--- src/logic/idmaPkg.sv ---
`default_nettype none

package idmaPkg;

  localparam int addrBits = 14;
  localparam int hostBits = 16;  // multiplexed host bus
  localparam int wordBits = 24;  // PM word with DM in the upper 16

  // bit 14 of the control word
  typedef enum logic {
    tgtPm,
    tgtDm
  } memTarget;

  typedef enum logic [1:0] {
    sIdle,
    sHostWait,
    sSteal,
    sDone
  } seqState;

  // one-cycle pulses from the host side
  typedef struct packed {
    logic                latch;
    logic                rdBeg;
    logic                wrBeg;
    logic                rdEnd;
    logic [hostBits-1:0] data;
  } hostEvt;

  typedef struct packed {
    logic                req;     // level held until ack
    logic                we;
    memTarget            target;
    logic [addrBits-1:0] addr;
    logic [wordBits-1:0] wdata;
  } memReq;

  typedef struct packed {
    logic                ack;     // single cycle
    logic [wordBits-1:0] rdata;
  } memRsp;

endpackage

`default_nettype wire

--- src/logic/idmaSequencer.sv ---
`timescale 1ns/1ps
`default_nettype none

module idmaSequencer #(
  parameter int hostWait = 3
) (
  input  logic                         DSPCLK,
  input  logic                         RST,
  input  idmaPkg::hostEvt              evt,
  output idmaPkg::memReq               req,
  input  idmaPkg::memRsp               rsp,
  input  logic                         readActive,
  output logic                         IACKn,
  output logic [idmaPkg::hostBits-1:0] IADout,
  output logic                         IADoe
);

  idmaPkg::seqState             state;
  idmaPkg::memTarget            target;
  logic [idmaPkg::addrBits-1:0] addr;
  logic [idmaPkg::wordBits-1:0] stage;
  logic [2:0]                   waitCnt;
  logic pmFirst;   // next PM half is the upper 16 bits
  logic rdOp;
  logic rdHeld;    // read strobe still low
  logic outLow;    // bus shows the low PM byte
  logic reqOn;
  logic beg;
  logic useMem;
  logic done;
  logic upHalf;

  assign beg = evt.rdBeg || evt.wrBeg;

  // PM first read half and second write half go to memory
  assign useMem = (target == idmaPkg::tgtDm) || (evt.rdBeg ? pmFirst : !pmFirst);

  assign done = (state == idmaPkg::sSteal && rsp.ack) ||
                (state == idmaPkg::sHostWait && waitCnt == 3'd0);

  assign upHalf = (target == idmaPkg::tgtDm) || pmFirst;

  // control register holds target and address
  always_ff @(posedge DSPCLK or posedge RST) begin
    if (RST) begin
      target <= idmaPkg::tgtPm;
      addr   <= '0;
    end else if (evt.latch) begin
      target <= idmaPkg::memTarget'(evt.data[14]);
      addr   <= evt.data[idmaPkg::addrBits-1:0];
    end else if (done && !upHalf) begin
      addr <= addr + 1'b1;   // PM word complete
    end else if (done && target == idmaPkg::tgtDm) begin
      addr <= addr + 1'b1;
    end
  end

  always_ff @(posedge DSPCLK or posedge RST) begin
    if (RST) begin
      pmFirst <= 1'b1;
    end else if (evt.latch) begin
      pmFirst <= 1'b1;
    end else if (done && target == idmaPkg::tgtPm) begin
      pmFirst <= !pmFirst;
    end
  end

  always_ff @(posedge DSPCLK or posedge RST) begin
    if (RST) begin
      state   <= idmaPkg::sIdle;
      reqOn   <= 1'b0;
      IACKn   <= 1'b0;
      waitCnt <= '0;
      rdOp    <= 1'b0;
    end else begin
      case (state)
        idmaPkg::sIdle: begin
          if (beg) begin
            IACKn <= 1'b1;
            rdOp  <= evt.rdBeg;
            if (useMem) begin
              reqOn <= 1'b1;
              state <= idmaPkg::sSteal;
            end else begin
              waitCnt <= 3'(hostWait);
              state   <= idmaPkg::sHostWait;
            end
          end
        end
        idmaPkg::sSteal: begin
          if (rsp.ack) begin
            reqOn <= 1'b0;
            IACKn <= 1'b0;
            state <= idmaPkg::sDone;
          end
        end
        idmaPkg::sHostWait: begin
          if (waitCnt == 3'd0) begin
            IACKn <= 1'b0;
            state <= idmaPkg::sDone;
          end else begin
            waitCnt <= waitCnt - 1'b1;
          end
        end
        idmaPkg::sDone: begin
          if (!rdHeld || evt.rdEnd) begin   // reads wait for strobe release
            state <= idmaPkg::sIdle;
          end
        end
        default: state <= idmaPkg::sIdle;
      endcase
    end
  end

  always_ff @(posedge DSPCLK or posedge RST) begin
    if (RST) begin
      rdHeld <= 1'b0;
    end else if (evt.rdBeg) begin
      rdHeld <= 1'b1;
    end else if (evt.rdEnd) begin
      rdHeld <= 1'b0;
    end
  end

  // half shown on the bus is fixed when the read starts
  always_ff @(posedge DSPCLK or posedge RST) begin
    if (RST) begin
      outLow <= 1'b0;
    end else if (evt.latch) begin
      outLow <= 1'b0;
    end else if (evt.rdBeg) begin
      outLow <= !upHalf;
    end
  end

  // staging word with DM data in the upper 16 bits
  always_ff @(posedge DSPCLK) begin
    if (evt.wrBeg && upHalf) begin
      stage[23:8] <= evt.data;
    end else if (evt.wrBeg) begin
      stage[7:0] <= evt.data[7:0];
    end else if (rsp.ack && rdOp) begin
      stage <= rsp.rdata;
    end
  end

  assign req.req    = reqOn;
  assign req.we     = !rdOp;
  assign req.target = target;
  assign req.addr   = addr;
  assign req.wdata  = stage;

  assign IADout = outLow ? {8'h00, stage[7:0]} : stage[23:8];
  assign IADoe  = readActive || (rdOp && state != idmaPkg::sIdle);

endmodule

`default_nettype wire

--- config.mk ---
export PLATFORM = sky130hd
export DESIGN_NAME = idmaSequencer
export DESIGN_NICKNAME = d
export VERILOG_FILES = /design/src/logic/idmaPkg.sv /design/src/logic/idmaSequencer.sv
export SDC_FILE = /design/constraint.sdc
export NUM_CORES = 1
export LEC_CHECK = 0
export BUFFER_PORTS_ARGS = -buffer_cell sky130_fd_sc_hd__buf_2
export CAP_MARGIN = 30
export CORE_MARGIN = 8
export CORE_UTILIZATION = 45
export DETAILED_ROUTE_END_ITERATION = 8
export HOLD_SLACK_MARGIN = 0.03
export PLACE_DENSITY = 0.81
export SYNTH_ARGS = -nofsm -noshare
export SYNTH_HDL_FRONTEND = slang
export SYNTH_SLANG_ARGS = --single-unit
--- constraint.sdc ---
create_clock -name DSPCLK -period 4 [get_ports DSPCLK]
set_input_delay 0.2 -clock DSPCLK [delete_from_list [all_inputs] [get_ports DSPCLK]]
set_output_delay 0.2 -clock DSPCLK [all_outputs]
set_load 0.005 [all_outputs]
* After elaboration in Yosys (flattened, before gate mapping) *
Index checks and enable logic that the tools add are counted.

cells by class
  add/sub/neg operators = 2
  eq/ne operators = 11
  multiplexer cells = 32
  bitwise logic cells = 2
  reductions and logical operators = 37

operator list
  cell                                                                     number
  16-bit 2-to-1 mux                                                        3
  14-bit 2-to-1 mux                                                        3
  24-bit 2-to-1 mux                                                        1
  4-bit AND reduction                                                      4
  2-bit nonzero test                                                       8
  14-bit by 1-bit adder with 14-bit output, second input constant          1
  1-bit 2-to-1 mux                                                         12
  2-bit inequality test, second input constant                             6
  2-bit 2-to-1 mux                                                         5
  3-bit 2-to-1 mux                                                         3
  1-bit logical AND                                                        8
  8-bit 2-to-1 mux                                                         1
  2-bit one-hot mux with 4 select lines                                    1
  1-bit logical OR                                                         6
  3-bit one-hot mux with 2 select lines                                    1
  2-bit AND reduction                                                      3
  3-bit nonzero test                                                       2
  2-bit == test, second input constant                                     2
  1-bit logical NOT                                                        4
  2-bit by 1-bit inequality test with 1-bit output, second input constant  2
  3-bit logical NOT                                                        1
  1-bit one-hot mux with 3 select lines                                    1
  3-bit by 1-bit subtractor with 3-bit output, second input constant       1
  2-bit by 1-bit == test with 1-bit output, second input constant          1
  3 further kinds                                                          4

word-level totals
  register bits = 50
  logic and storage cells = 96

* Depth between registers and ports, before layout *
  depth after elaboration = 7
  gate-level depth with buffers = 7

* Worst setup path before layout *
Ideal clock, no wire load.

  kind = register to register
  from = register target
  to = register stage[10] (netlist bit) (enable)
  library setup time = 0.465 ns
  data arrival time = 1.770 ns
  required time = 3.535 ns
  slack = 1.765 ns
  cell stages (with the launch flop) = 5
  buffers on the path = 2
  period minus slack after synthesis = 2.235 ns
  cell sequence = dfrtp_1 buf_4 o21ai_1 buf_2 o21ai_0

between the ends
  longest elaborated chain between the ends = 4

ends and longest elaborated chain
  what                                                                                                            RTL line              text
  start, declared                                                                                                 idmaSequencer.sv:19   idmaPkg::memTarget target;
  start signal, assigned                                                                                          idmaSequencer.sv:46   target <= idmaPkg::tgtPm;
  start signal, assigned                                                                                          idmaSequencer.sv:49   target <= idmaPkg::memTarget'(evt.data[14]);
  1-bit logical OR (*)                                                                                            idmaSequencer.sv:41   assign upHalf = (target == idmaPkg::tgtDm) || pmFirst;
  1-bit logical AND (*)                                                                                           idmaSequencer.sv:138  if (evt.wrBeg && upHalf) begin
  2-bit by 1-bit inequality test with 1-bit output (no source line) / 2-bit nonzero test (equally long branches)  --
  2-bit AND reduction (no source line) (*)                                                                        --
  end signal, assigned                                                                                            idmaSequencer.sv:143  stage <= rsp.rdata;
  end, declared                                                                                                   idmaSequencer.sv:21   logic [idmaPkg::wordBits-1:0] stage;

Every way passes the cells marked *; elsewhere a longest branch is shown, timed or not.
A chain may end at the register's enable or synchronous reset.

* Final worst setup path *
  from = register waitCnt[0]
  to = register addr[8] (netlist bit)

between the ends
  longest elaborated chain between the ends = 6

ends and longest elaborated chain
  what                    RTL line              text
  start, declared         idmaSequencer.sv:22   logic [2:0] waitCnt;
  start signal, assigned  idmaSequencer.sv:85   waitCnt <= 3'(hostWait);
  start signal, assigned  idmaSequencer.sv:102  waitCnt <= waitCnt - 1'b1;
  3-bit logical NOT (*)   idmaSequencer.sv:39   (state == idmaPkg::sHostWait && waitCnt == 3'd0);
  1-bit logical AND (*)   idmaSequencer.sv:39
  1-bit logical OR (*)    idmaSequencer.sv:38   assign done = (state == idmaPkg::sSteal && rsp.ack) ||
  1-bit logical AND       idmaSequencer.sv:51   end else if (done && !upHalf) begin
  14-bit 2-to-1 mux       idmaSequencer.sv:51
  14-bit 2-to-1 mux       idmaSequencer.sv:48   end else if (evt.latch) begin
  end signal, assigned    idmaSequencer.sv:50   addr <= evt.data[idmaPkg::addrBits-1:0];
  end signal, assigned    idmaSequencer.sv:52   addr <= addr + 1'b1;
  end signal, assigned    idmaSequencer.sv:54   addr <= addr + 1'b1;
  end, declared           idmaSequencer.sv:20   logic [idmaPkg::addrBits-1:0] addr;

Marked as above.

==> run_summary.xml <==
<?xml version="1.0" encoding="UTF-8"?>
<metrics>
  <group name="min_path">
    <metric name="worstHoldPathType" unit="">in2reg</metric>
    <metric name="hold_path_end" unit="">addr[0]$_DFFE_PP0P_</metric>
    <metric name="count_of_cells_along_the_worst_hold_path" unit="">3</metric>
    <metric name="worstHoldStart" unit="">evt[0]</metric>
  </group>
  <group name="worst_setup_path">
    <metric name="slowest_stage" unit="">sky130_fd_sc_hd__or3_2</metric>
    <metric name="worstReg2RegEnd" unit="">addr[8]$_DFFE_PP0P_</metric>
    <metric name="path_common_cell" unit="">sky130_fd_sc_hd__ha_1</metric>
    <metric name="worst-path-stages" unit="">7</metric>
    <metric name="timing_worst_setup_path_type" unit="">reg2reg</metric>
    <metric name="crit_path_cell_trace" unit="">inv_1 -&gt; ha_1 -&gt; ha_1 -&gt; a22o_2 -&gt; nand4_1 -&gt; or3_2 -&gt; a31oi_1</metric>
    <metric name="critPathMaxFanout" unit="">8</metric>
    <metric name="r2r_start" unit="">waitCnt[0]$_DFFE_PP0P_</metric>
    <metric name="worst_r2r_path_depth" unit="">7</metric>
    <metric name="critical_path_required" unit="ns">4.23</metric>
    <metric name="timing.critical_path.max_delay_family" unit="">simple AND/OR/NAND/NOR gates</metric>
    <metric name="setup.worst_path.end_class" unit="">register</metric>
    <metric name="timing.reg2reg.setup_slack" unit="ns">1.84</metric>
    <metric name="crit_buf_inv" unit="">1</metric>
    <metric name="timing.critical_path.from_type" unit="">register</metric>
    <metric name="timing.critical_path.slowest_cell_delay" unit="ns">0.51</metric>
    <metric name="cp_data_arrival_time" unit="ns">2.38</metric>
  </group>
  <group name="clock_network">
    <metric name="numClockSinks" unit="">50</metric>
    <metric name="buffers_from_clock_root_to_sink_at_most" unit="">2</metric>
    <metric name="clockRootBuffer" unit="">sky130_fd_sc_hd__clkbuf_8</metric>
    <metric name="cts-htree-levels" unit="">2</metric>
    <metric name="clk_pin_slew" unit="ns">0.09</metric>
    <metric name="clk_latency" unit="ns">0.30</metric>
    <metric name="numCtsBuffers" unit="">5</metric>
    <metric name="cts_tree" unit="">yes</metric>
  </group>
  <group name="sta">
    <metric name="setup_slack" unit="ns">1.84</metric>
    <metric name="finalSetupViolations" unit="">0</metric>
    <metric name="fin_crit" unit="ns">2.16</metric>
    <metric name="max_clock_freq" unit="MHz">463</metric>
    <metric name="hold_violations" unit="">0</metric>
    <metric name="unrepaired_setup_endpoints_after_global_routing" unit="">false</metric>
    <metric name="final.setup.tns" unit="ns">0</metric>
    <metric name="timing.max_slew.rel_slack" unit="">0.586</metric>
    <metric name="hold_slack" unit="ns">0.145</metric>
    <metric name="finClkSkew" unit="ns">0.00297</metric>
    <metric name="maxSlewViolCount" unit="">0</metric>
    <metric name="worst-slew-pin-transition" unit="ns">0.615</metric>
    <metric name="finalCritPeriodShare" unit="">0.540</metric>
  </group>
  <group name="global_routing">
    <metric name="routing_usage_on_met2" unit="">0.292</metric>
    <metric name="globalRouteOverflowTotal" unit="">0</metric>
    <metric name="grt_pass1_vias" unit="">2336</metric>
    <metric name="first_pass_grt_wire_length" unit="um">11400</metric>
    <metric name="track_usage" unit="">0.160</metric>
    <metric name="gr-usage-met1" unit="">0.172</metric>
    <metric name="grt_busiest_layer" unit="">met2</metric>
    <metric name="gr-usage-met3" unit="">0.0464</metric>
    <metric name="grt_start_max_net_pins" unit="">19</metric>
    <metric name="antenna_found_initial" unit="">0</metric>
  </group>
  <group name="pwr">
    <metric name="total_leakage_power" unit="nW">1.54</metric>
    <metric name="ir_worst_vdd" unit="mV">0.282</metric>
    <metric name="powerDensity" unit="nW/um^2">470</metric>
  </group>
  <group name="die">
    <metric name="floorplan.die.width" unit="um">93.9</metric>
    <metric name="placeableCoreArea" unit="sq um">5890</metric>
    <metric name="initial_core_utilization" unit="">0.464</metric>
    <metric name="num_rows" unit="">28</metric>
    <metric name="fp.dieH" unit="um">93.9</metric>
    <metric name="top_level_ports" unit="">107</metric>
    <metric name="die_area" unit="sq um">8820</metric>
  </group>
  <group name="synth">
    <metric name="ys_seq_area_frac" unit="">0.502</metric>
    <metric name="synth_cells" unit="">243</metric>
    <metric name="synth_edf_count" unit="">24</metric>
    <metric name="ys.flop_type" unit="">sky130_fd_sc_hd__dfrtp_1</metric>
    <metric name="ys_ff_latch" unit="">50</metric>
    <metric name="synth_warnings" unit="">0</metric>
    <metric name="postSynth.asyncResetShare" unit="">0.520</metric>
    <metric name="synth_cell_type_count" unit="">46</metric>
    <metric name="synthesis.area_per_instance" unit="sq um">11.2</metric>
    <metric name="postSynthNetCount" unit="">298</metric>
    <metric name="syn_area" unit="sq um">2730</metric>
  </group>
  <group name="place">
    <metric name="dp_slack" unit="ns">1.85</metric>
    <metric name="placed_cells_incl_taps" unit="">418</metric>
    <metric name="buffer_ports.inserted" unit="">106</metric>
    <metric name="detailed_place_hpwl" unit="um">5780</metric>
    <metric name="replace_congestion" unit="">0.794</metric>
  </group>
  <group name="cells_and_area">
    <metric name="area.growth.synth_to_final" unit="%">26.8</metric>
    <metric name="antenna_cells_inserted" unit="">0</metric>
    <metric name="finalNetCount" unit="">406</metric>
    <metric name="fin_cells" unit="">427</metric>
    <metric name="final_common_cell" unit="">sky130_fd_sc_hd__buf_2</metric>
    <metric name="most_used_cells_in_the_layout_excluding_fill_and_tap_cells" unit="">sky130_fd_sc_hd__buf_2, sky130_fd_sc_hd__mux2_2, sky130_fd_sc_hd__dfrtp_1</metric>
    <metric name="layout-drive-gt1-share" unit="">0.449</metric>
  </group>
  <group name="drt">
    <metric name="detailedRoute.firstIterationViolations" unit="">131</metric>
    <metric name="via_per_inst" unit="">5.46</metric>
    <metric name="wire_length_after_detailed_routing" unit="um">7120</metric>
    <metric name="detailedRoute.firstPassIterationCount" unit="">4</metric>
    <metric name="route.detailed.wl_per_inst" unit="um">16.7</metric>
    <metric name="drtAntennaViolNets" unit="">0</metric>
    <metric name="vias" unit="">2331</metric>
    <metric name="detail_route.drc_violations" unit="">0</metric>
  </group>
  <group name="outcome">
    <metric name="run_status" unit="">completed</metric>
  </group>
  <group name="flow_run">
    <metric name="cap_violations" unit="">0</metric>
  </group>
</metrics>
-- worst reg2reg max path, delay by kind of cell, from the launching register on --
kind	cells	cell delay, ns
AND/OR/NAND/NOR	2	0.74
adder cells (fa/ha/maj)	2	0.44
buffers and inverters	1	0.08
AO/OA/AOI/OAI	2	0.41
flip-flops	1	0.41
-- report_power, final --
group / leakage (nW) / switching (mW) / internal (mW)
combinational: 0.959 / 0.282 / 0.274
sequential: 0.532 / 0.0740 / 0.645
clock: 0.0514 / 0.167 / 0.187
-- stage by stage --
| stage | util | total power, mW | area (sq um) |
|---|---|---|---|
| 6_report | 0.589 | 1.63 | 3460 |
| 5_1_grt | 0.589 | 1.74 | 3460 |
| 4_1_cts | 0.589 | 1.64 | 3460 |
| 3_5_place_dp | 0.568 | 1.29 | 3340 |
| 3_3_place_gp | 0.564 | 1.26 | 3320 |
| 2_1_floorplan | - | 1.08 | 2730 |
-- what timing repair did --
| item | in CTS | in global routing |
|---|---|---|
| resized for setup | 0 | 0 |
| endpoints found under the hold margin | 10 | 0 |
| hold buffers | 1 | 0 |
| buffers inserted | 0 | 0 |
| setup endpoints to repair | 0 | 0 |
-- registers in the layout, indices dropped and copies added (netlist names) --
signal / cells
stage: 24
addr: 14
waitCnt: 3
state: 2
IACKn: 1
outLow: 1
pmFirst: 1
rdHeld: 1
rdOp: 1
reqOn: 1
target: 1
-- cells in the mapped netlist, drive strengths merged (2+ instances only) --
cell	n	area (sq um)
o21ai	17	85.1
a22o	3	27.5
xor2	2	17.5
mux2i	4	40.0
a21o	2	15.0
xnor2	3	26.3
o211ai	2	15.0
buf	5	31.3
edfxtp	24	721
nand2	14	52.6
inv	14	52.6
clkbuf	5	18.8
or3	8	56.3
dfrtp	25	626
nand3	7	35.0
nand4	5	52.6
nor2	15	56.3
nand2b	2	12.5
or4	4	30.0
o31ai	4	30.0
a21oi	3	15.0
a31oi	9	56.3
ha	7	87.6
nor2b	12	75.1
mux2	34	383
-- layer usage --
layer,vias up,wire [um]
li1,1103,-
met1,1111,2770
met2,106,3550
met3,11,683
met4,0,115
met5,-,0
-- logic make-up after synthesis --
kind of cell	after synthesis	share of synthesized area
buffers and inverters	25	0.0389
multiplexers	38	0.155
AND/OR/NAND/NOR	72	0.148
adder cells (fa/ha/maj)	7	0.0320
flip-flops	50	0.502
XOR/XNOR	5	0.0160
AO/OA/AOI/OAI	46	0.108
-- final cells by class --
type / count / area [sq um]
Fill cell: 500 / 2420
Clock inverter: 2 / 37.5
Sequential cell: 50 / 1370
Inverter: 15 / 56.3
Tap cell: 75 / 93.8
Timing Repair Buffer: 111 / 578
Multi-Input combinational cell: 168 / 1250
Clock buffer: 6 / 72.6
-- how the worst max path moves through the flow --
stage,endpoint,from,slack [ns]
after CTS,addr[8]$_DFFE_PP0P_,waitCnt[0]$_DFFE_PP0P_,1.85
final,addr[8]$_DFFE_PP0P_,waitCnt[0]$_DFFE_PP0P_,1.84
after global placement,addr[8]$_DFFE_PP0P_,waitCnt[0]$_DFFE_PP0P_,1.95
after global routing,addr[8]$_DFFE_PP0P_,waitCnt[0]$_DFFE_PP0P_,1.65
after detailed placement,addr[8]$_DFFE_PP0P_,waitCnt[0]$_DFFE_PP0P_,1.85
after floorplan,stage[10]$_DFFE_PP_,target$_DFFE_PP0P_,1.77
Note: power is estimated with default switching activity, not from simulation.
