--- src/logic/idmaPkg.sv ---
`default_nettype none

package idmaPkg;

  localparam int addrBits = 14;
  localparam int hostBits = 16;  // multiplexed host bus
  localparam int wordBits = 24;  // PM word with DM in the upper 16

  // bit 14 of the control word
  typedef enum logic {
    tgtPm,
    tgtDm
  } memTarget;

  typedef enum logic [1:0] {
    sIdle,
    sHostWait,
    sSteal,
    sDone
  } seqState;

  // one-cycle pulses from the host side
  typedef struct packed {
    logic                latch;
    logic                rdBeg;
    logic                wrBeg;
    logic                rdEnd;
    logic [hostBits-1:0] data;
  } hostEvt;

  typedef struct packed {
    logic                req;     // level held until ack
    logic                we;
    memTarget            target;
    logic [addrBits-1:0] addr;
    logic [wordBits-1:0] wdata;
  } memReq;

  typedef struct packed {
    logic                ack;     // single cycle
    logic [wordBits-1:0] rdata;
  } memRsp;

endpackage

`default_nettype wire

--- src/logic/hostSync.sv ---
`timescale 1ns/1ps
`default_nettype none

module hostSync (
  input  logic                         DSPCLK,
  input  logic                         RST,
  input  logic                         ISn,
  input  logic                         IRDn,
  input  logic                         IWRn,
  input  logic                         IAL,
  input  logic [idmaPkg::hostBits-1:0] IAD,
  output idmaPkg::hostEvt              evt,
  output logic                         readActive
);

  logic rdCmd;
  logic wrCmd;
  logic alCmd;
  logic rdCmdD1;
  logic wrCmdD1;
  logic alCmdD1;
  logic [idmaPkg::hostBits-1:0] iadQ;

  // one register stage on the asynchronous strobes
  always_ff @(posedge DSPCLK or posedge RST) begin
    if (RST) begin
      rdCmd   <= 1'b0;
      wrCmd   <= 1'b0;
      alCmd   <= 1'b0;
      rdCmdD1 <= 1'b0;
      wrCmdD1 <= 1'b0;
      alCmdD1 <= 1'b0;
    end else begin
      rdCmd   <= !(ISn || IRDn);
      wrCmd   <= !(ISn || IWRn);
      alCmd   <= !ISn && IAL;
      rdCmdD1 <= rdCmd;
      wrCmdD1 <= wrCmd;
      alCmdD1 <= alCmd;
    end
  end

  // bus sampled whenever the port is selected
  always_ff @(posedge DSPCLK) begin
    if (!ISn) begin
      iadQ <= IAD;
    end
  end

  assign evt.latch = alCmd && !alCmdD1;
  assign evt.rdBeg = rdCmd && !rdCmdD1;
  assign evt.wrBeg = wrCmd && !wrCmdD1;
  assign evt.rdEnd = !rdCmd && rdCmdD1;   // read strobe released
  assign evt.data  = iadQ;

  assign readActive = rdCmd;

endmodule

`default_nettype wire

--- config.mk ---
export PLATFORM = sky130hd
export DESIGN_NAME = hostSync
export DESIGN_NICKNAME = d
export VERILOG_FILES = /design/src/logic/idmaPkg.sv /design/src/logic/hostSync.sv
export SDC_FILE = /design/constraint.sdc
export NUM_CORES = 1
export LEC_CHECK = 0
export ABC_AREA = 0
export BUFFER_PORTS_ARGS = -buffer_cell sky130_fd_sc_hd__buf_2
export CAP_MARGIN = 20
export CORE_MARGIN = 2
export CORE_UTILIZATION = 39
export CTS_BUF_LIST = sky130_fd_sc_hd__clkbuf_4 sky130_fd_sc_hd__clkbuf_8 sky130_fd_sc_hd__clkbuf_16
export CTS_CLUSTER_DIAMETER = 40
export DETAILED_ROUTE_END_ITERATION = 7
export PLACE_DENSITY = 0.74
export SYNTH_ARGS = -nofsm -noshare
export SYNTH_HDL_FRONTEND = slang
export SYNTH_SLANG_ARGS = --single-unit
--- constraint.sdc ---
create_clock -name DSPCLK -period 1.82 [get_ports DSPCLK]
set_input_delay 0.364 -clock DSPCLK [delete_from_list [all_inputs] [get_ports DSPCLK]]
set_output_delay 0.364 -clock DSPCLK [all_outputs]
set_load 0.01 [all_outputs]
# [After elaboration in Yosys (flattened, before gate mapping)]
# Index checks and enable logic that the tools add are counted.
[totals] rom_bits=0 input_bits=22 mem_count=0 reg_bits=22 ram_bits=0 latch_bits=0 wordCells=21
[classes] n_addsub=0 div=0 mux=0 multipliers=0 shifts=0 n_eq_ne=0 n_reduce_logical=14 order_cmp=0 n_bitwise=0
[op_table] cell="logical NOT 1 bit" n=7
[op_table] cell="logical AND 1 bit" n=5
[op_table] cell="logical OR 1 bit" n=2

# [Logic depth before layout (Yosys ltp)]
# Gate-level depths: netlist of the first run.
[depth] depth_word=2 depth_mapped=1

# [Least setup slack after synthesis of the first run]
# No wires, ideal clock.
[synth_path] path_kind="input port to flip-flop" start="input port ISn" end="register iadQ[0] (netlist bit), enable pin" t_arrival_ns=0.685 stages=1 required_ns=1.456 n_path_buf=0 slack_ns=0.771 path_cell_list="inv_1"
[synth_rtl] element="start, declared" line_no="hostSync.sv:7" text="input logic ISn,"
[synth_rtl] element="end signal, assigned" line_no="hostSync.sv:46" text="iadQ <= IAD;"
[synth_rtl] element="end, declared" line_no="hostSync.sv:22" text="logic [idmaPkg::hostBits-1:0] iadQ;"
# No word-level cell between the ends.

==> results of run 1 <==
## power by group through the flow
stage	Sequential, mW	Clock (mW)	Combinational, mW
2_1_floorplan	0.615	0	0.0151
3_3_place_gp	0.596	0	0.0871
3_5_place_dp	0.599	0	0.0885
4_1_cts	0.588	0.267	0.0905
5_1_grt	0.590	0.283	0.0983
6_report	0.586	0.254	0.0888
## synthesized netlist by cell type
library cell | n | area share
dfrtp_1 | 6 | 0.22
edfxtp_1 | 16 | 0.71
and2b_2 | 1 | 0.013
nor2b_1 | 4 | 0.037
inv_1 | 2 | 0.011
nor2_1 | 2 | 0.011
## repair_timing
| item | CTS | global route |
|---|---|---|
| setup buffers | 0 | 0 |
| hold buffers | 1 | 0 |
| hold endpoints to repair | 6 | 0 |
## layout make-up
class                      count  area (µm²)
clock buffer                   4        36.3
inverter                       2        7.51
fill                         141         732
tap                           17        21.3
timing repair buffer          43         220
sequential                    22         631
multi-input combinational      7        41.3
## flip-flops by register name (all words and copies together) (netlist names)
| register | flops |
|---|---|
| readActive | 1 |
| alCmd | 1 |
| wrCmdD1 | 1 |
| alCmdD1 | 1 |
| iadQ | 16 |
| rdCmdD1 | 1 |
| wrCmd | 1 |
## through the flow
stage	hold WS (ns)	std cells
3_3_place_gp	0.282	90
5_1_grt	0.183	95
3_5_place_dp	0.294	90
4_1_cts	0.179	95
6_report	0.193	95
2_1_floorplan	0.155	31
## cells by family after synthesis
group | after synthesis
buf+inv | 2
flops | 22
simple gates | 7
## path summary, 6_finish.rpt
path / end / slack, ns / cells past startpoint
min in group asynchronous: wrCmd / 0.51 / 3
min: wrCmd / 0.19 / 2
max reg2reg: rdCmdD1 / 1.29 / 0
min reg2reg: wrCmdD1 / 0.38 / 0
max: evt[18] / 0.41 / 2
max in group asynchronous: alCmd / 1.12 / 3
## routing by layer
metal  vias up  routed length [µm]  GRT usage
li1        201                   -          -
met1       185                 403      0.122
met2        31                 567      0.189
met3         4                 140     0.0516
met4         0                  36     0.0857
met5         -                   0          0
==> results.sh, run 1 <==
export IMPL_status="complete, no violations"
export IMPL_via_count=421
export IMPL_cpMaxStageDelayCell="dfrtp_1"
export IMPL_antenna_found_initial=0
export IMPL_final_estimated_routing_congestion_in_global_placement=0.639
export IMPL_share_of_final_layout_standard_cells_stronger_than_drive_strength_1=0.603
export IMPL_floorplan_io_pins=43
export IMPL_cellInternalPower_mw=0.742
export IMPL_post_synth_fa_ha_maj_area_fraction=0
export IMPL_timing_critical_path_required_ns=1.46
export IMPL_static_leakage_power_nw=0.460
export IMPL_synth_ff_latch_count=22
export IMPL_cts_buffer_depth=2
export IMPL_numCtsBuffers=3
export IMPL_fp_row_count=15
export IMPL_design_core_area_um2=1690
export IMPL_tritoncts="built"
export IMPL_hold_violations=0
export IMPL_startpoint="readActive"
export IMPL_irDropWorstVdd_uv=672
export IMPL_postRouteWirelength_um=1150
export IMPL_switching_share=0.202
export IMPL_critical_path_top_delay_family="flip-flops"
export IMPL_p_switching_mw=0.187
export IMPL_synth_compound_area_share=0
export IMPL_arrival_ns=1.04
export IMPL_mappedNetlistArea_um2=679
export IMPL_fmax_mhz=711
export IMPL_period_minus_slack_ns=1.41
export IMPL_cts_repair_resize_count=0
export IMPL_path_buf_inv=1
export IMPL_mostFrequentLayoutCells="buf_2 (42), edfxtp_1 (16), dfrtp_1 (6), nor2b_1 (4), clkbuf_4 (3)"
export IMPL_port_buffers=42
export IMPL_fin_total_pwr_mw=0.929
export IMPL_syn_instance_count=31
export IMPL_synth_mux_area_frac=0
export IMPL_worstSetupPathType="reg -> out"
export IMPL_clockPowerShare=0.273
export IMPL_die_h_um=45.7
export IMPL_final_net_count=101
export IMPL_drt_pass1_iter_count=1
export IMPL_layout_cells_most_common="buf_2"
export IMPL_synth_xor_area_share=0
export IMPL_seqPwrFrac=0.631
export IMPL_reg2reg_from="readActive"
export IMPL_average_wire_length_per_cell_after_detail_routing_um=12.1
export IMPL_cts_htree_levels=1
export IMPL_design_die_area_um2=2090
export IMPL_final_period_utilization=0.773
export IMPL_main_combinational_cell_family_by_area_after_synthesis="simple AND/OR/NAND/NOR gates"
export IMPL_die_w_um=45.7
export IMPL_placedInstanceArea_um2=911
export IMPL_postRouteAntennaNets=0
export IMPL_core_util_final=0.567
export IMPL_syn2layout_area_growth_pct=40.9
export IMPL_critical_path_startpoint_type="flip-flop"
export IMPL_p_comb_frac=0.096
export IMPL_post_synth_num_cell_types=6
export IMPL_numClockSinks=22
export IMPL_initial_core_util=0.402
export IMPL_globalRouteOverflowTotal=0
export IMPL_clk_pin_slew_ns=0.11
export IMPL_finalInstanceArea_um2=957
export IMPL_cells_traversed_along_the_worst_timing_path="and2b_2 > buf_2"
export IMPL_post_route_setup_slack_ns=0.413
export IMPL_synth_simple_gate_area_frac=0.0608
export IMPL_cp_max_fo=4
export IMPL_worst_clock_skew_ns=0.000247
export IMPL_setup_violations_final=0
export IMPL_first_global_vias=387
export IMPL_maxCapViolCount=0
export IMPL_holdCritStartpoint="IWRn"
export IMPL_track_usage=0.118
export IMPL_yosysSeqAreaShare=0.928
export IMPL_place_worst_setup_slack_ns=0.523
export IMPL_final_max_slew_viol_count=0
export IMPL_worstMarginPinSlew_ns=0.548
export IMPL_starting_drc_count_in_detailed_routing=0
export IMPL_synth_area_per_cell_um2=21.9
export IMPL_crit_path_max_incr_delay_ns=0.42
export IMPL_first_pass_grt_wire_length_um=1600
export IMPL_clock_root_buffer="clkbuf_4"
export IMPL_clkLatencyLatePin_ns=0.29
export IMPL_n_antenna_cell=0
export IMPL_worstSetupEndpointType="output port"
export IMPL_dp_final_hpwl_um=880
export IMPL_total_number_of_yosys_warnings=0
export IMPL_drcViolationCount=0
export IMPL_timing_setup_tns_ns=0
export IMPL_rsz0062_at_grt="no"
export IMPL_route_detailed_vias_per_inst=4.43
export IMPL_pin_count_of_the_biggest_net_entering_global_routing=17
export IMPL_slew_limit_headroom=0.634
export IMPL_synth_net_count=53
export IMPL_hold_path_class="in -> reg"
export IMPL_p_per_area_nw_per_um2=971
Note: power is estimated with default switching activity, not from simulation.
==> run 2, diff against run 1 <==
Clock period 1.82 ns to 1.5 ns, I/O delays scaled along.
==> run 2 against run 1 <==
  * Critical path depth stayed put
  * Non-clock buffer count up 1
  * Wire length fell by 6.7%
  * Design area is 0.26% lower
  * Final cell count is 1.1% higher
  * Hold slack worse by 0.055 ns
  * First-iteration DRC count grew 1
  * Count of clock-buffer cells in the layout down 1
  * Combinational power increased by 24%
  * Sequential power increased by 21%
==> results.sh, run 2 (same netlist as run 1, synthesis figures left out) <==
export IMPL_globalRouteOverflowTotal=0
export IMPL_port_buffers=42
export IMPL_n_antenna_cell=0
export IMPL_wl_met1_um=403
export IMPL_design_core_area_um2=1690
export IMPL_numCtsBuffers=3
export IMPL_first_global_vias=396
export IMPL_irDropWorstVdd_uv=602
export IMPL_worstSetupEndpointType="output port"
export IMPL_design_die_area_um2=2090
export IMPL_cp_max_fo=4
export IMPL_antenna_found_initial=0
export IMPL_placedInstanceArea_um2=918
export IMPL_timing_setup_tns_ns=0
export IMPL_floorplan_io_pins=43
export IMPL_final_max_slew_viol_count=0
export IMPL_finalInstanceArea_um2=955
export IMPL_wl_met3_um=137
export IMPL_track_usage=0.114
export IMPL_final_period_utilization=0.890
export IMPL_dp_final_hpwl_um=820
export IMPL_maxCapViolCount=0
export IMPL_clkLatencyLatePin_ns=0.29
export IMPL_ff_latch_area_um2=631
export IMPL_status="complete, no violations"
export IMPL_first_pass_grt_wire_length_um=1550
export IMPL_drcViolationCount=0
export IMPL_worstMarginPinSlew_ns=0.219
export IMPL_cts_buffer_depth=2
export IMPL_initial_core_util=0.402
export IMPL_average_wire_length_per_cell_after_detail_routing_um=11.2
export IMPL_syn2layout_area_growth_pct=40.5
export IMPL_layout_cells_most_common="buf_2"
export IMPL_worst_clock_skew_ns=0.0000569
export IMPL_route_detailed_vias_per_inst=4.46
export IMPL_postRouteAntennaNets=0
export IMPL_drt_pass1_iter_count=2
export IMPL_clk_pin_slew_ns=0.11
export IMPL_slew_limit_headroom=0.854
export IMPL_setup_violations_final=0
export IMPL_starting_drc_count_in_detailed_routing=1
export IMPL_die_w_um=45.7
export IMPL_hold_violations=0
export IMPL_layout_fillers=142
export IMPL_fp_row_count=15
export IMPL_postRouteWirelength_um=1070
export IMPL_max_flop_register="iadQ"
export IMPL_postCtsSetupRepairBufs=0
export IMPL_multiInputGateArea_um2=41.3
export IMPL_arrival_ns=1.04
export IMPL_period_minus_slack_ns=1.34
export IMPL_dr_wl_met2_um=503
export IMPL_cts_repair_resize_count=0
export IMPL_cts_htree_levels=1
export IMPL_final_net_count=102
export IMPL_numClockSinks=22
export IMPL_place_worst_setup_slack_ns=0.488
export IMPL_via_count=428
export IMPL_worstSetupPathType="reg -> out"
export IMPL_rsz0062_at_grt="no"
export IMPL_share_of_final_layout_standard_cells_stronger_than_drive_strength_1=0.595
export IMPL_post_route_setup_slack_ns=0.165
export IMPL_final_estimated_routing_congestion_in_global_placement=0.627
export IMPL_cts_hold_buf=1
export IMPL_timing_critical_path_required_ns=1.20
export IMPL_die_h_um=45.7
export IMPL_largest_register_ff_count=16
export IMPL_maxUsedRoutingLayer="met4"
export IMPL_clock_root_buffer="clkbuf_4"
export IMPL_p_per_area_nw_per_um2=1120
export IMPL_static_leakage_power_nw=0.459
export IMPL_mostFrequentLayoutCells="buf_2 (42), edfxtp_1 (16), dfrtp_1 (6), nor2b_1 (4), clkbuf_4 (3)"
export IMPL_tritoncts="built"
export IMPL_critical_path_startpoint_type="flip-flop"
export IMPL_pin_count_of_the_biggest_net_entering_global_routing=17
export IMPL_hold_path_class="in -> reg"
export IMPL_fmax_mhz=749
run 2: layer usage:
layer | up-vias | track usage
met5 | - | 0
met4 | 0 | 0.0857
met3 | 4 | 0.0516
met2 | 31 | 0.177
met1 | 191 | 0.121
li1 | 202 | -
run 2: path summary, 6_finish.rpt:
kind | from | end | slack (ns) | cells after the start
max | readActive | evt[18] | 0.16 | 2
min | IWRn | wrCmd | 0.14 | 2
max reg2reg | readActive | rdCmdD1 | 0.97 | 0
min reg2reg | alCmd | alCmdD1 | 0.38 | 0
max in group asynchronous | RST | alCmdD1 | 0.87 | 3
min in group asynchronous | RST | wrCmdD1 | 0.45 | 3
run 2: worst max-delay path, cell delays in order (launching register included):
cell and delay, ns:
dfrtp_1 0.42, and2b_2 0.20, buf_2 0.13
run 2: final cells by class:
cell class / count / share of cell area
Multi-Input combinational cell: 7 / 0.0433
Sequential cell: 22 / 0.661
Timing Repair Buffer: 44 / 0.239
Clock inverter: 1 / 0.00393
Inverter: 2 / 0.00786
Clock buffer: 3 / 0.0236
Tap cell: 17 / 0.0223
run 2: stage by stage:
| step | power (mW) | cells | utilization | hold slack [ns] |
|---|---|---|---|---|
| 2_1_floorplan | 0.764 | 31 | - | 0.0910 |
| 3_5_place_dp | 0.834 | 91 | 0.544 | 0.225 |
| 3_3_place_gp | 0.831 | 91 | 0.544 | 0.218 |
| 4_1_cts | 1.08 | 96 | 0.565 | 0.133 |
| 5_1_grt | 1.12 | 96 | 0.565 | 0.127 |
| 6_report | 1.07 | 96 | 0.565 | 0.139 |
run 2: power breakdown:
| group | total (mW) | internal [mW] | switching [mW] |
|---|---|---|---|
| logic | 0.110 | 0.0537 | 0.0564 |
| registers | 0.710 | 0.700 | 0.0106 |
| clock network | 0.251 | 0.0966 | 0.154 |
| total | 1.07 | 0.850 | 0.221 |
==> run 3, diff against run 2 <==
==> constraint.sdc (replaced) <==
create_clock -name DSPCLK -period 1.5 [get_ports DSPCLK]
set_input_delay 0.3 -clock DSPCLK [delete_from_list [all_inputs] [get_ports DSPCLK]]
set_output_delay 0.3 -clock DSPCLK [all_outputs]
set_load 0.005 [all_outputs]
==> run 3 against run 2 <==
  * Fmax is 0.95% higher
  * Critical path depth is the same
  * Flip-flop and latch count did not move
  * Design area is 0.39% higher
  * Combinational power fell by 15%
  * Sequential power about the same
  * Worst setup slack improved by 0.013 ns
  * Die area stayed put
  * Final cell count unchanged
  * Hold slack lost 0.0045 ns
  * Wire length down 0.28%
  * Critical path type unchanged
  * Largest power group unchanged
==> results.sh, run 3 (same netlist as run 1, synthesis figures left out) <==
export IMPL_layout_cells_most_common="buf_2"
export IMPL_largest_register_ff_count=16
export IMPL_irDropWorstVdd_uv=606
export IMPL_final_period_utilization=0.882
export IMPL_setup_violations_final=0
export IMPL_syn2layout_area_growth_pct=41.1
export IMPL_finalInstanceArea_um2=958
export IMPL_hold_violations=0
export IMPL_cts_repair_resize_count=0
export IMPL_route_detailed_vias_per_inst=4.43
export IMPL_numCtsBuffers=3
export IMPL_timing_setup_tns_ns=0
export IMPL_port_buffers=42
export IMPL_cts_htree_levels=1
export IMPL_mostFrequentLayoutCells="buf_2 (42), edfxtp_1 (16), dfrtp_1 (6), nor2b_1 (4), clkbuf_4 (4)"
export IMPL_cts_hold_buf=1
export IMPL_starting_drc_count_in_detailed_routing=3
export IMPL_worstSetupPathType="reg -> out"
export IMPL_static_leakage_power_nw=0.462
export IMPL_postRouteWirelength_um=1070
export IMPL_die_w_um=45.7
export IMPL_average_wire_length_per_cell_after_detail_routing_um=11.1
export IMPL_p_per_area_nw_per_um2=1130
export IMPL_worstMarginPinSlew_ns=0.221
export IMPL_share_of_final_layout_standard_cells_stronger_than_drive_strength_1=0.608
export IMPL_timing_critical_path_required_ns=1.20
export IMPL_placedInstanceArea_um2=918
export IMPL_pin_count_of_the_biggest_net_entering_global_routing=17
export IMPL_design_core_area_um2=1690
export IMPL_die_h_um=45.7
export IMPL_critical_path_startpoint_type="flip-flop"
export IMPL_period_minus_slack_ns=1.32
export IMPL_arrival_ns=1.02
export IMPL_maxCapViolCount=0
export IMPL_rsz0062_at_grt="no"
export IMPL_clkLatencyLatePin_ns=0.29
export IMPL_n_antenna_cell=0
export IMPL_layout_fillers=140
export IMPL_globalRouteOverflowTotal=0
export IMPL_postCtsSetupRepairBufs=0
export IMPL_slew_limit_headroom=0.852
export IMPL_dp_final_hpwl_um=818
export IMPL_ff_latch_area_um2=631
export IMPL_total_instance_count_after_detailed_placement=91
export IMPL_clock_root_buffer="clkbuf_4"
export IMPL_fmax_mhz=756
export IMPL_hold_path_class="in -> reg"
export IMPL_floorplan_io_pins=43
export IMPL_postRouteAntennaNets=0
export IMPL_multiInputGateArea_um2=41.3
export IMPL_numClockSinks=22
export IMPL_final_max_slew_viol_count=0
export IMPL_first_pass_grt_wire_length_um=1460
export IMPL_final_estimated_routing_congestion_in_global_placement=0.621
export IMPL_initial_core_util=0.402
export IMPL_final_net_count=102
export IMPL_tritoncts="built"
export IMPL_cts_buffer_depth=2
export IMPL_fp_row_count=15
export IMPL_via_count=425
export IMPL_max_flop_register="iadQ"
export IMPL_drt_pass1_iter_count=2
export IMPL_post_layout_nonfiller_instances=96
export IMPL_worst_clock_skew_ns=0.000223
export IMPL_track_usage=0.108
export IMPL_status="complete, no violations"
export IMPL_antenna_found_initial=0
export IMPL_cp_max_fo=4
export IMPL_drcViolationCount=0
export IMPL_clk_pin_slew_ns=0.11
export IMPL_design_die_area_um2=2090
export IMPL_worstSetupEndpointType="output port"
export IMPL_first_global_vias=356
run 3: cell types whose count changed in the layout (fill, tap and decap cells not counted), sizes merged:
cell | before | now
clkinv | 1 | 0
clkbuf | 3 | 4
run 3: per-layer routing:
metal | routed length (µm) | up-vias | GRT usage
met5 | 0 | - | 0
met4 | 29 | 0 | 0.0857
met3 | 143 | 4 | 0.0556
met1 | 408 | 187 | 0.102
li1 | - | 203 | -
met2 | 487 | 31 | 0.175
run 3: critical path: stages (launching register included):
cell and delay, ns:
dfrtp_1 0.42, and2b_2 0.20, buf_2 0.12
run 3: area by class of cell:
class | instances | share of cell area
Multi-Input combinational cell | 7 | 0.0431
Clock buffer | 4 | 0.0313
Inverter | 2 | 0.00783
Sequential cell | 22 | 0.658
Tap cell | 17 | 0.0222
Timing Repair Buffer | 44 | 0.238
run 3: per-stage QoR:
stage	util	worst slack (ns)	total power [mW]	hold WS [ns]
after global routing	0.567	0.136	1.13	0.125
final	0.567	0.177	1.08	0.134
after CTS	0.567	0.174	1.09	0.131
after detailed placement	0.544	0.494	0.818	0.221
after global placement	0.544	0.501	0.814	0.218
after floorplan	-	0.515	0.747	0.0910
run 3: path summary, 6_finish.rpt:
| kind | startpoint | depth (start not counted) | slack (ns) | end |
|---|---|---|---|---|
| max | readActive | 2 | 0.18 | evt[18] |
| min reg2reg | alCmd | 0 | 0.38 | alCmdD1 |
| min in group asynchronous | RST | 3 | 0.45 | alCmd |
| min | IWRn | 2 | 0.13 | wrCmd |
| max reg2reg | readActive | 0 | 0.97 | rdCmdD1 |
| max in group asynchronous | RST | 3 | 0.87 | rdCmdD1 |
run 3: where the power goes:
part / internal (mW) / switching [mW] / total (mW) / leakage, nW
combinational: 0.0528 / 0.0408 / 0.0936 / 0.210
sequential: 0.700 / 0.0104 / 0.710 / 0.234
clock: 0.121 / 0.153 / 0.275 / 0.0184
